File: config.mk
export PLATFORM = sky130hd
export DESIGN_NAME = pdp1d_unit
export DESIGN_NICKNAME = d
export VERILOG_FILES = /design/src/rtl/pdp1d_pkg.sv /design/src/rtl/pdp1d_in_stage.sv /design/src/rtl/pdp1d_delay_pipe.sv /design/src/rtl/pdp1d_accum_buf.sv /design/src/rtl/pdp1d_out_seq.sv /design/src/rtl/pdp1d_unit.sv
export SDC_FILE = /design/constraint.sdc
export NUM_CORES = 2
export LEC_CHECK = 0
export ABC_AREA = 1
export CORE_MARGIN = 3
export CORE_UTILIZATION = 65
export CTS_BUF_LIST = sky130_fd_sc_hd__clkbuf_16
export CTS_CLUSTER_DIAMETER = 150
export CTS_CLUSTER_SIZE = 24
export DETAILED_ROUTE_END_ITERATION = 6
export DONT_BUFFER_PORTS = 1
export PLACE_DENSITY = 0.81
export SLEW_MARGIN = 20
export SYNTH_ARGS = -nofsm -noshare
export SYNTH_HDL_FRONTEND = slang
export SYNTH_HIERARCHICAL = 1
export SYNTH_SLANG_ARGS = --single-unit
File: constraint.sdc
create_clock -name nvdla_core_clk -period 4.25 [get_ports nvdla_core_clk]
set_input_delay 0 -clock nvdla_core_clk [delete_from_list [all_inputs] [get_ports nvdla_core_clk]]
set_output_delay 0 -clock nvdla_core_clk [all_outputs]
set_load 0.05 [all_outputs]
File: src/rtl/pdp1d_pkg.sv
package pdp1d_pkg;

  ///////////////////////////////
  // sizes
  ///////////////////////////////

  // lanes per beat
  localparam int LANES      = 4;
  // 8-bit element plus 3 bits of growth
  localparam int LANE_W     = 11;
  // one line buffer per channel position
  localparam int BUF_DEPTH  = 8;
  localparam int POS_W      = 3;
  // window-size count, wraps at 8
  localparam int SIZE_W     = 3;
  // register stages between input and write-back
  localparam int PIPE_DEPTH = 4;

  ///////////////////////////////
  // types
  ///////////////////////////////

  typedef logic signed [LANE_W-1:0] lane_t;
  typedef lane_t [LANES-1:0] lane_vec_t;

  // code 3 is not used, combine gives zero
  typedef enum logic [1:0] {
    POOL_MEAN = 2'd0,
    POOL_MAX  = 2'd1,
    POOL_MIN  = 2'd2
  } pool_type_e;

  // input word
  typedef struct packed {
    logic [POS_W-1:0] cpos;
    lane_vec_t        data;
  } pdp_din_t;

  // beat in flight through the delay pipe
  typedef struct packed {
    lane_vec_t         data;
    logic [POS_W-1:0]  cpos;
    logic              first;
    logic              last;
    logic              lc;
    logic              load;
    logic [SIZE_W-1:0] size;
  } pool_item_t;

  // output word
  typedef struct packed {
    logic              lc;
    logic [SIZE_W-1:0] size;
    lane_vec_t         data;
  } pool_out_t;

  ///////////////////////////////
  // lane combine
  ///////////////////////////////

  // acc is the buffer entry, din the new beat
  function automatic lane_vec_t pool_combine(input lane_vec_t  acc,
                                             input lane_vec_t  din,
                                             input pool_type_e ptype);
    lane_vec_t res;
    lane_t     a;
    lane_t     b;
    res = '0;
    for (int i = 0; i < LANES; i++) begin
      a = acc[i];
      b = din[i];
      case (ptype)
        // sum wraps at lane width
        POOL_MEAN: res[i] = a + b;
        POOL_MAX:  res[i] = (a > b) ? a : b;
        POOL_MIN:  res[i] = (a < b) ? a : b;
        default:   res[i] = '0;
      endcase
    end
    return res;
  endfunction

endpackage

File: src/rtl/pdp1d_in_stage.sv
`timescale 1ns/1ns

module pdp1d_in_stage (
  input  logic                  nvdla_core_clk,
  input  logic                  nvdla_core_rstn,
  input  logic                  din_vld,
  input  pdp1d_pkg::pdp_din_t   din,
  input  logic                  din_1st,
  input  logic                  din_last,
  input  logic                  din_lc,
  input  logic                  datin_disable,
  input  logic                  unit_en,
  input  logic                  item_in_rdy,
  output logic                  din_rdy,
  output logic                  item_in_vld,
  output pdp1d_pkg::pool_item_t item_in
);
  import pdp1d_pkg::*;

  logic              load;
  logic              din_acc;
  logic [SIZE_W-1:0] size_cnt;

  ///////////////////////////////
  // handshake
  ///////////////////////////////

  // straight through, the pipe head decides
  assign din_rdy     = item_in_rdy;
  assign item_in_vld = din_vld;
  assign din_acc     = din_vld & din_rdy;

  // beat takes part in pooling
  assign load = ~datin_disable & unit_en;

  ///////////////////////////////
  // window-size counter
  ///////////////////////////////

  // counts loaded line-end beats of the window
  always_ff @(posedge nvdla_core_clk or negedge nvdla_core_rstn) begin
    if (!nvdla_core_rstn) begin
      size_cnt <= '0;
    end else if (din_acc & load & din_lc) begin
      // window closes, restart
      if (din_last) begin
        size_cnt <= '0;
      end else begin
        size_cnt <= size_cnt + 1'b1;
      end
    end
  end

  ///////////////////////////////
  // item packing
  ///////////////////////////////

  assign item_in.data  = din.data;
  assign item_in.cpos  = din.cpos;
  assign item_in.first = din_1st;
  assign item_in.last  = din_last;
  assign item_in.lc    = din_lc;
  assign item_in.load  = load;
  // count before this beat's update
  assign item_in.size  = size_cnt;

  // an offered item waits unchanged until the pipe takes it
  a_item_held : assert property (
    @(posedge nvdla_core_clk) disable iff (!nvdla_core_rstn)
    item_in_vld && !item_in_rdy |=> item_in_vld && $stable(item_in)
  );

endmodule

File: src/rtl/pdp1d_delay_pipe.sv
`timescale 1ns/1ns

module pdp1d_delay_pipe #(
  parameter type payload_t = logic
) (
  input  logic     nvdla_core_clk,
  input  logic     nvdla_core_rstn,
  input  logic     in_vld,
  input  payload_t in_pd,
  input  logic     out_rdy,
  output logic     in_rdy,
  output logic     out_vld,
  output payload_t out_pd
);
  import pdp1d_pkg::*;

  logic [PIPE_DEPTH-1:0] vld_q;
  logic [PIPE_DEPTH-1:0] stg_rdy;
  payload_t              pd_q [PIPE_DEPTH];

  ///////////////////////////////
  // ready chain
  ///////////////////////////////

  // last stage sees the consumer
  assign stg_rdy[PIPE_DEPTH-1] = ~vld_q[PIPE_DEPTH-1] | out_rdy;

  // stage takes data when empty or when it drains
  for (genvar i = 0; i < PIPE_DEPTH - 1; i++) begin : g_rdy
    assign stg_rdy[i] = ~vld_q[i] | stg_rdy[i+1];
  end

  ///////////////////////////////
  // stage registers
  ///////////////////////////////

  always_ff @(posedge nvdla_core_clk or negedge nvdla_core_rstn) begin
    if (!nvdla_core_rstn) begin
      vld_q <= '0;
    end else begin
      if (stg_rdy[0]) begin
        vld_q[0] <= in_vld;
      end
      for (int i = 1; i < PIPE_DEPTH; i++) begin
        if (stg_rdy[i]) begin
          vld_q[i] <= vld_q[i-1];
        end
      end
    end
  end

  // payload only moves with its valid
  always_ff @(posedge nvdla_core_clk) begin
    if (in_vld & stg_rdy[0]) begin
      pd_q[0] <= in_pd;
    end
    for (int i = 1; i < PIPE_DEPTH; i++) begin
      if (vld_q[i-1] & stg_rdy[i]) begin
        pd_q[i] <= pd_q[i-1];
      end
    end
  end

  assign in_rdy  = stg_rdy[0];
  assign out_vld = vld_q[PIPE_DEPTH-1];
  assign out_pd  = pd_q[PIPE_DEPTH-1];

  // a stalled output beat stays put
  a_out_stable : assert property (
    @(posedge nvdla_core_clk) disable iff (!nvdla_core_rstn)
    out_vld && !out_rdy |=> out_vld && $stable(out_pd)
  );

endmodule

File: src/rtl/pdp1d_accum_buf.sv
`timescale 1ns/1ns

module pdp1d_accum_buf (
  input  logic                          nvdla_core_clk,
  input  logic                          nvdla_core_rstn,
  input  pdp1d_pkg::pool_type_e         pool_type,
  input  logic                          commit,
  input  pdp1d_pkg::pool_item_t         item,
  input  logic [pdp1d_pkg::POS_W-1:0]   rd_idx,
  output pdp1d_pkg::lane_vec_t          wr_data,
  output pdp1d_pkg::lane_vec_t          rd_data
);
  import pdp1d_pkg::*;

  lane_vec_t line_buf [BUF_DEPTH];
  lane_vec_t old_data;
  lane_vec_t pooled;
  logic      wr_en;

  ///////////////////////////////
  // combine at write-back
  ///////////////////////////////

  // entry this beat folds into
  assign old_data = line_buf[item.cpos];

  // pooling op against latest entry
  assign pooled = pool_combine(old_data, item.data, pool_type);

  // first beat of a window loads without combining
  assign wr_data = item.first ? item.data : pooled;

  // disabled beats leave the entry alone
  assign wr_en = commit & item.load;

  ///////////////////////////////
  // line buffers
  ///////////////////////////////

  always_ff @(posedge nvdla_core_clk or negedge nvdla_core_rstn) begin
    if (!nvdla_core_rstn) begin
      for (int i = 0; i < BUF_DEPTH; i++) begin
        line_buf[i] <= '0;
      end
    end else if (wr_en) begin
      line_buf[item.cpos] <= wr_data;
    end
  end

  ///////////////////////////////
  // read port
  ///////////////////////////////

  // same-cycle write wins over the stored entry
  always_comb begin
    if (wr_en && (rd_idx == item.cpos)) begin
      rd_data = wr_data;
    end else begin
      rd_data = line_buf[rd_idx];
    end
  end

endmodule

File: src/rtl/pdp1d_out_seq.sv
`timescale 1ns/1ns

module pdp1d_out_seq (
  input  logic                          nvdla_core_clk,
  input  logic                          nvdla_core_rstn,
  input  logic                          item_vld,
  input  pdp1d_pkg::pool_item_t         item,
  input  logic                          out_prdy,
  input  logic                          last_out_en,
  input  pdp1d_pkg::lane_vec_t          rd_data,
  input  pdp1d_pkg::lane_vec_t          wr_data,
  output logic                          item_rdy,
  output logic                          commit,
  output logic [pdp1d_pkg::POS_W-1:0]   rd_idx,
  output logic                          out_vld,
  output pdp1d_pkg::pool_out_t          out_pd
);
  import pdp1d_pkg::*;

  logic [POS_W-1:0] out_cnt;
  logic             line_end;
  pool_out_t        flush_q [BUF_DEPTH];
  pool_out_t        live_pd;

  ///////////////////////////////
  // handshake
  ///////////////////////////////

  // output register-free, pipe tail is the output
  assign out_vld  = item_vld;
  assign item_rdy = out_prdy;
  assign commit   = item_vld & out_prdy;

  // line end only counts for a loaded beat
  assign line_end = item.last & item.load;

  ///////////////////////////////
  // output counter
  ///////////////////////////////

  always_ff @(posedge nvdla_core_clk or negedge nvdla_core_rstn) begin
    if (!nvdla_core_rstn) begin
      out_cnt <= '0;
    end else if (commit & (line_end | last_out_en)) begin
      if (out_cnt == POS_W'(BUF_DEPTH - 1)) begin
        out_cnt <= '0;
      end else begin
        out_cnt <= out_cnt + 1'b1;
      end
    end
  end

  // buffer entry presented on output
  assign rd_idx = out_cnt;

  ///////////////////////////////
  // flush latches
  ///////////////////////////////

  // snapshot of the line end for later replay
  always_ff @(posedge nvdla_core_clk or negedge nvdla_core_rstn) begin
    if (!nvdla_core_rstn) begin
      for (int i = 0; i < BUF_DEPTH; i++) begin
        flush_q[i] <= '0;
      end
    end else if (commit & line_end) begin
      flush_q[item.cpos].lc   <= item.lc;
      flush_q[item.cpos].size <= item.size;
      flush_q[item.cpos].data <= wr_data;
    end
  end

  ///////////////////////////////
  // output mux
  ///////////////////////////////

  assign live_pd.lc   = item.lc;
  assign live_pd.size = item.size;
  assign live_pd.data = rd_data;

  // flush replays latches in counter order
  assign out_pd = last_out_en ? flush_q[out_cnt] : live_pd;

endmodule

File: src/rtl/pdp1d_unit.sv
`timescale 1ns/1ns

module pdp1d_unit (
  input  logic                  nvdla_core_clk,
  input  logic                  nvdla_core_rstn,
  input  logic                  pdma2pdp_pvld,
  input  pdp1d_pkg::pdp_din_t   pdma2pdp_pd,
  output logic                  pdma2pdp_prdy,
  input  logic                  pooling_din_1st,
  input  logic                  pooling_din_last,
  input  logic                  pdp_din_lc_f,
  input  logic                  cur_datin_disable,
  input  logic                  pooling_unit_en,
  input  logic                  last_out_en,
  input  pdp1d_pkg::pool_type_e pooling_type_cfg,
  output logic                  pooling_out_pvld,
  output pdp1d_pkg::pool_out_t  pooling_out,
  input  logic                  pooling_out_prdy
);
  import pdp1d_pkg::*;

  logic             item_in_vld;
  logic             item_in_rdy;
  pool_item_t       item_in;
  logic             item_out_vld;
  logic             item_out_rdy;
  pool_item_t       item_out;
  logic             commit;
  logic [POS_W-1:0] rd_idx;
  lane_vec_t        rd_data;
  lane_vec_t        wr_data;

  ///////////////////////////////
  // input side
  ///////////////////////////////

  pdp1d_in_stage u_in (
    .nvdla_core_clk  (nvdla_core_clk),
    .nvdla_core_rstn (nvdla_core_rstn),
    .din_vld         (pdma2pdp_pvld),
    .din             (pdma2pdp_pd),
    .din_1st         (pooling_din_1st),
    .din_last        (pooling_din_last),
    .din_lc          (pdp_din_lc_f),
    .datin_disable   (cur_datin_disable),
    .unit_en         (pooling_unit_en),
    .item_in_rdy     (item_in_rdy),
    .din_rdy         (pdma2pdp_prdy),
    .item_in_vld     (item_in_vld),
    .item_in         (item_in)
  );

  // fixed latency to write-back
  pdp1d_delay_pipe #(
    .payload_t (pool_item_t)
  ) u_pipe (
    .nvdla_core_clk  (nvdla_core_clk),
    .nvdla_core_rstn (nvdla_core_rstn),
    .in_vld          (item_in_vld),
    .in_pd           (item_in),
    .out_rdy         (item_out_rdy),
    .in_rdy          (item_in_rdy),
    .out_vld         (item_out_vld),
    .out_pd          (item_out)
  );

  ///////////////////////////////
  // write-back and output
  ///////////////////////////////

  pdp1d_accum_buf u_buf (
    .nvdla_core_clk  (nvdla_core_clk),
    .nvdla_core_rstn (nvdla_core_rstn),
    .pool_type       (pooling_type_cfg),
    .commit          (commit),
    .item            (item_out),
    .rd_idx          (rd_idx),
    .wr_data         (wr_data),
    .rd_data         (rd_data)
  );

  pdp1d_out_seq u_out (
    .nvdla_core_clk  (nvdla_core_clk),
    .nvdla_core_rstn (nvdla_core_rstn),
    .item_vld        (item_out_vld),
    .item            (item_out),
    .out_prdy        (pooling_out_prdy),
    .last_out_en     (last_out_en),
    .rd_data         (rd_data),
    .wr_data         (wr_data),
    .item_rdy        (item_out_rdy),
    .commit          (commit),
    .rd_idx          (rd_idx),
    .out_vld         (pooling_out_pvld),
    .out_pd          (pooling_out)
  );

endmodule

# After elaboration in Yosys (flattened, before gate mapping)

Memory sizes are Yosys's and may differ from the RTL's.
Index checks and enable logic that the tools add are counted.
Widths: inputs -> output; s select.

Eq/ne operators: 4
Mux-type cells: 46
Reduce and logical (&&, ||, !) cells: 3
Order comparisons: 11
Add/sub/neg operators: 6
Bitwise logic cells: 24

Operator list:

| cell                | count |
|---|---|
| $bwmux 384          | 3 |
| $demux 48 s3        | 3 |
| $bwmux 352          | 1 |
| $mux 44             | 8 |
| $bmux 44 s3         | 2 |
| $mux 48             | 4 |
| $bmux 48 s3         | 1 |
| $demux 44 s3        | 1 |
| $pmux 11 s3         | 4 |
| $mux 11             | 8 |
| $mux 47             | 1 |
| $add 11x11->11      | 4 |
| $gt 11x11->1        | 4 |
| $lt 11x11->1        | 4 |
| $and 1x1->1         | 12 |
| $ge 4x4->1 const B  | 2 |
| $mux 1              | 8 |
| $not 3->4           | 2 |
| $add 3x1->3 const B | 2 |
| $mux 3              | 2 |
| $not 1->1           | 5 |
| $or 1x1->1          | 5 |
| $lt 4x1->1 const B  | 1 |
| $eq 3x3->1          | 1 |
| other kinds (5)     | 6 |

Logic and storage cells: 181
Input bits: 59
Flip-flop bits (word level): 746
Memories kept: 1
RAM bits: 216
Output and inout bits: 50

Memory list:

| name        | words | width | rd ports | clocked after memory_dff | write ports | line                   | source |
|---|---|---|---|---|---|---|---|
| u_pipe.pd_q | 4     | 54    | 4        | 0                        | 4           | pdp1d_delay_pipe.sv:19 | `payload_t pd_q [PIPE_DEPTH];` |

# Logic depth before layout (Yosys ltp)

An unclocked memory read counts as a cell.

Word-level depth: 11
Depth in mapped cells: 30
Mapped depth without buffers: 25

# Cells and area by module

Netlist, hierarchy kept.

Modules (own cells, without submodules):

| module           | cells each | area each (um2) | sequential area each (um2) | instances |
|---|---|---|---|---|
| pdp1d_accum_buf  | 4239       | 26042.5         | 8808.4                     | 1 |
| pdp1d_out_seq    | 2550       | 19159.6         | 9684.3                     | 1 |
| pdp1d_delay_pipe | 240        | 6670.1          | 6586.3                     | 1 |
| pdp1d_in_stage   | 77         | 586.8           | 75.1                       | 1 |

# Worst setup path before layout

Ideal clock, no wire load.

Path kind: flip-flop to output port
From: memory u_pipe/pd_q[3][7] in the netlist's numbering
To: output pooling_out[24] in the netlist's numbering
Data arrival time: 3405 ps
Data required time: 4250 ps
Slack: 845 ps
Path buffers: 5
Stages on the path, launching flop included: 28
Path through: edfxtp_1 > inv_2 > buf_6 > buf_6 > buf_6 > nand2_1 > a21oi_1 > o21ai_1 > nand2_1 > ha_1 > clkbuf_2 > nand2_1 > inv_1 > nand2_1 > nor2_1 > nand2_1 > nand3_1 > nand2_1 > buf_2 > nand3_1 > nand3_1 > nand3_1 > nand2_1 > nand2_2 > nand2_1 > nand2_1 > nand2_1 > nand2_1

RTL lines:

| element            | line                   | source |
|---|---|---|
| start: declaration | pdp1d_delay_pipe.sv:19 |  |
| end: declaration   | pdp1d_unit.sv:17       | `output pdp1d_pkg::pool_out_t pooling_out,` |

==> impl_metrics.env <==
export IMPL_period_minus_slack_ns=4.36
export IMPL_tns_ns=-0.311
export IMPL_drtIter0Drc=6875
export IMPL_path_class="reg2out"
export IMPL_dp_hpwl_mm=93.4
export IMPL_die_w_um=290
export IMPL_place_congestion=0.973
export IMPL_grt_pass1_wl_mm=252
export IMPL_ys_ff_latch=962
export IMPL_post_drt_wl_per_cell_um=20.2
export IMPL_grt_pass1_vias=45395
export IMPL_vias=48723
export IMPL_synth_most_common_cell="nand2_1"
export IMPL_syn_nets=7260
export IMPL_r2r_start="u_pipe/pd_q[3][7]$_DFFE_PP_"
export IMPL_async_reset_ff_share_pct=77.5
export IMPL_ant_nets=0
export IMPL_rsz0062_at_grt="yes"
export IMPL_synth_flop_cell="dfrtp_1"
export IMPL_yosysSeqAreaShare_pct=48.0
export IMPL_core_area_um2=79500
export IMPL_end_kind="output port"
export IMPL_drcViolationCount=0
export IMPL_ff2ff_setup_slack_ns=0.31
export IMPL_cp_start_kind="register"
export IMPL_fin_crit_sh_pct=103
export IMPL_antenna_found_initial=5
export IMPL_synth_top_cell_area_share_pct=35.6
export IMPL_r2r_worst_path_cells=24
export IMPL_clk_latency_ns=0.63
export IMPL_syn_cell_area_um2=52500
export IMPL_synth_commonest_cells="nand2_1 (3114), dfrtp_1 (746), inv_1 (633)"
export IMPL_cellLeakagePower_nw=28.8
export IMPL_drt_wl_total_mm=164
export IMPL_synth_area_leaders="dfrtp_1 (36%), nand2_1 (22%), edfxtp_1 (12%), nand3_1 (5.7%), o21ai_0 (4.6%)"
export IMPL_failed_checks="setup timing"
export IMPL_finalMaxSlewViolations=0
export IMPL_fin_nets=7210
export IMPL_dp_slack_ns=0.0203
export IMPL_grt_max_degree=747
export IMPL_finalHoldViolations=0
export IMPL_synth_cell_type_count=39
export IMPL_cts_max_level=2
export IMPL_clkSinkCount=962
export IMPL_num_io_pins=109
export IMPL_synth_edf_count=216
export IMPL_skew_ns=0.0373
export IMPL_vias_per_cell=5.99
export IMPL_rows=103
export IMPL_post_synth_top_area_cell="dfrtp_1"
export IMPL_yosysWarnings=6
export IMPL_r2r_end="u_out/flush_q[224]$_DFFE_PN0P_"
export IMPL_area_delta_synth_final_pct=10.8
export IMPL_clock_fmax_ghz=0.229
export IMPL_cts_tree="built"
export IMPL_setup_ws_ns=-0.109
export IMPL_overflow=0
export IMPL_grt_usage_pct=37.5
export IMPL_root_buffer="clkbuf_16"
export IMPL_die_y_um=290
export IMPL_initial_utilization_pct=66.0
export IMPL_worstHoldPathType="in2async"
export IMPL_arrival_ns=4.36
export IMPL_drive_above_1_share_pct=8.96
export IMPL_cp_required_ns=4.25
export IMPL_first_pass_iters=6
export IMPL_cts_buffers=46
export IMPL_port_buffers=0
export IMPL_peakVddDrop_uv=553
export IMPL_final_util_pct=73.1
export IMPL_maxSlewHeadroom_pct=26.9
export IMPL_synthCells=7106
export IMPL_run_status="finished with violations"
export IMPL_critical_path_max_fanout=11
export IMPL_drv_cap=0
export IMPL_worstMarginPinSlew_ns=1.10
export IMPL_syn_avg_cell_area_um2=7.38
export IMPL_finish_instance_area_um2=58100
export IMPL_setup_viol=10
export IMPL_power_density_nw_per_um2=762
export IMPL_dieArea_um2=84200
export IMPL_dpl_cell_area_um2=53700
export IMPL_clk_pin_slew_ns=0.10
export IMPL_cts_buffer_depth=3
-- worst max-delay path by stage --
| stage | from | endpoint | slack [ns] | cells past startpoint |
|---|---|---|---|---|
| after floorplan | u_pipe/pd_q[3][7]$_DFFE_PP_ | pooling_out[24] | 0.84 | 27 |
| after global placement | u_pipe/pd_q[3][7]$_DFFE_PP_ | pooling_out[31] | -0.02 | 27 |
| after detailed placement | u_pipe/pd_q[3][7]$_DFFE_PP_ | pooling_out[31] | 0.02 | 27 |
| after CTS | u_pipe/pd_q[3][7]$_DFFE_PP_ | pooling_out[31] | -0.006 | 27 |
| after global routing | u_pipe/pd_q[3][7]$_DFFE_PP_ | pooling_out[7] | -0.26 | 26 |
| final | u_pipe/pd_q[3][7]$_DFFE_PP_ | pooling_out[31] | -0.11 | 24 |
-- metal layers --
metal	global-route usage (%)	vias to the layer above	share of wire, %
met2	56.8	3257	43
met5	0	-	0.030
met3	10.8	566	14
met4	15.0	8	4.4
met1	51.3	22618	38
li1	-	22274	-
-- placed cells by master, fill, tap and decap left out, types with 8 or more instances in the layout --
master,n
nand4_4,8
nand2_4,54
buf_12,58
inv_2,35
buf_16,16
dlygate4sd3_1,96
o211ai_1,48
edfxtp_1,216
nand4_1,23
nor2_1,108
o22ai_1,38
ha_1,52
buf_4,185
dfrtp_1,743
inv_1,644
nand2_2,111
o21bai_1,20
a21boi_0,14
nand3_2,12
clkbuf_16,50
ha_4,35
xor2_1,8
nor3_1,11
a21oi_1,118
nand3_1,581
o21ai_0,448
buf_6,13
nand2_1,2996
o21ai_1,257
-- registers in the layout (all words and copies together) (netlist names) --
signal and flops:
u_pipe/vld_q 4, u_out/rd_idx 3, u_out/flush_q 384, u_buf/line_buf 352
u_pipe/pd_q 216, u_in/size_cnt 3
-- critical path: stages, from the launching register on --
cell and delay (ns):
edfxtp_1 0.43, buf_12 0.20, buf_16 0.17, buf_4 0.18, nand2_1 0.07, a21oi_1 0.08, o21ai_1 0.20, nand2_2 0.15
ha_4 0.32, nand4_1 0.14, nor2_2 0.17, nand2_2 0.08, nand4_1 0.15, buf_4 0.16, nand2_8 0.08, nand3_1 0.08
nand3_1 0.09, nand3_1 0.14, nand2_1 0.10, nand2_4 0.12, nand2_1 0.06, nand2_1 0.10, nand2_1 0.09, nand2_2 0.21
buf_12 0.16
-- power breakdown --
| group | switching (mW) | internal (mW) |
|---|---|---|
| clock network | 2.99 | 2.02 |
| registers | 2.15 | 12.5 |
| logic | 15.9 | 8.67 |
-- timing repair --
| action | in CTS | in global routing |
|---|---|---|
| gates resized for setup | 159 | 153 |
| endpoints found under the setup margin | 44 | 47 |
| hold buffers | 95 | 3 |
| setup buffers | 32 | 24 |
| hold endpoints to repair | 818 | 355 |
| cloned | 6 | 8 |
| pin swaps | 42 | 61 |
-- metrics by stage --
step	hold slack, ns	power (mW)	instances
finish	0.0126	44.3	8128
global route	0.0125	47.1	8126
CTS	-0.933	42.4	8086
detailed placement	-0.268	36.3	7885
global placement	-0.266	35.7	7885
floorplan	-0.296	29.0	7106
-- cell type report --
class | count | area [µm²]
Timing Repair Buffer | 374 | 4230
Fill cell | 6138 | 21400
Sequential cell | 962 | 25200
Inverter | 668 | 2540
Clock inverter | 21 | 110
Multi-Input combinational cell | 5002 | 23500
Tap cell | 1050 | 1310
Clock buffer | 47 | 1180
Antenna cell | 2 | 5.00
Timing Repair inverter | 2 | 20.0
-- cells by family (layout without fill, tap and decap cells) --
group,Yosys count,after routing,share of synthesized area (%)
and+or+nand+nor,3926,3927,30.1
buffers and inverters,1143,1112,9.61
AOI/OAI and AO/OA,972,972,9.86
DFF,962,962,47.9
adders and majority gates,95,95,2.32
xor gates and xnor gates,8,8,0.134
other,0,2,0
(Power assumes the default switching activity.)
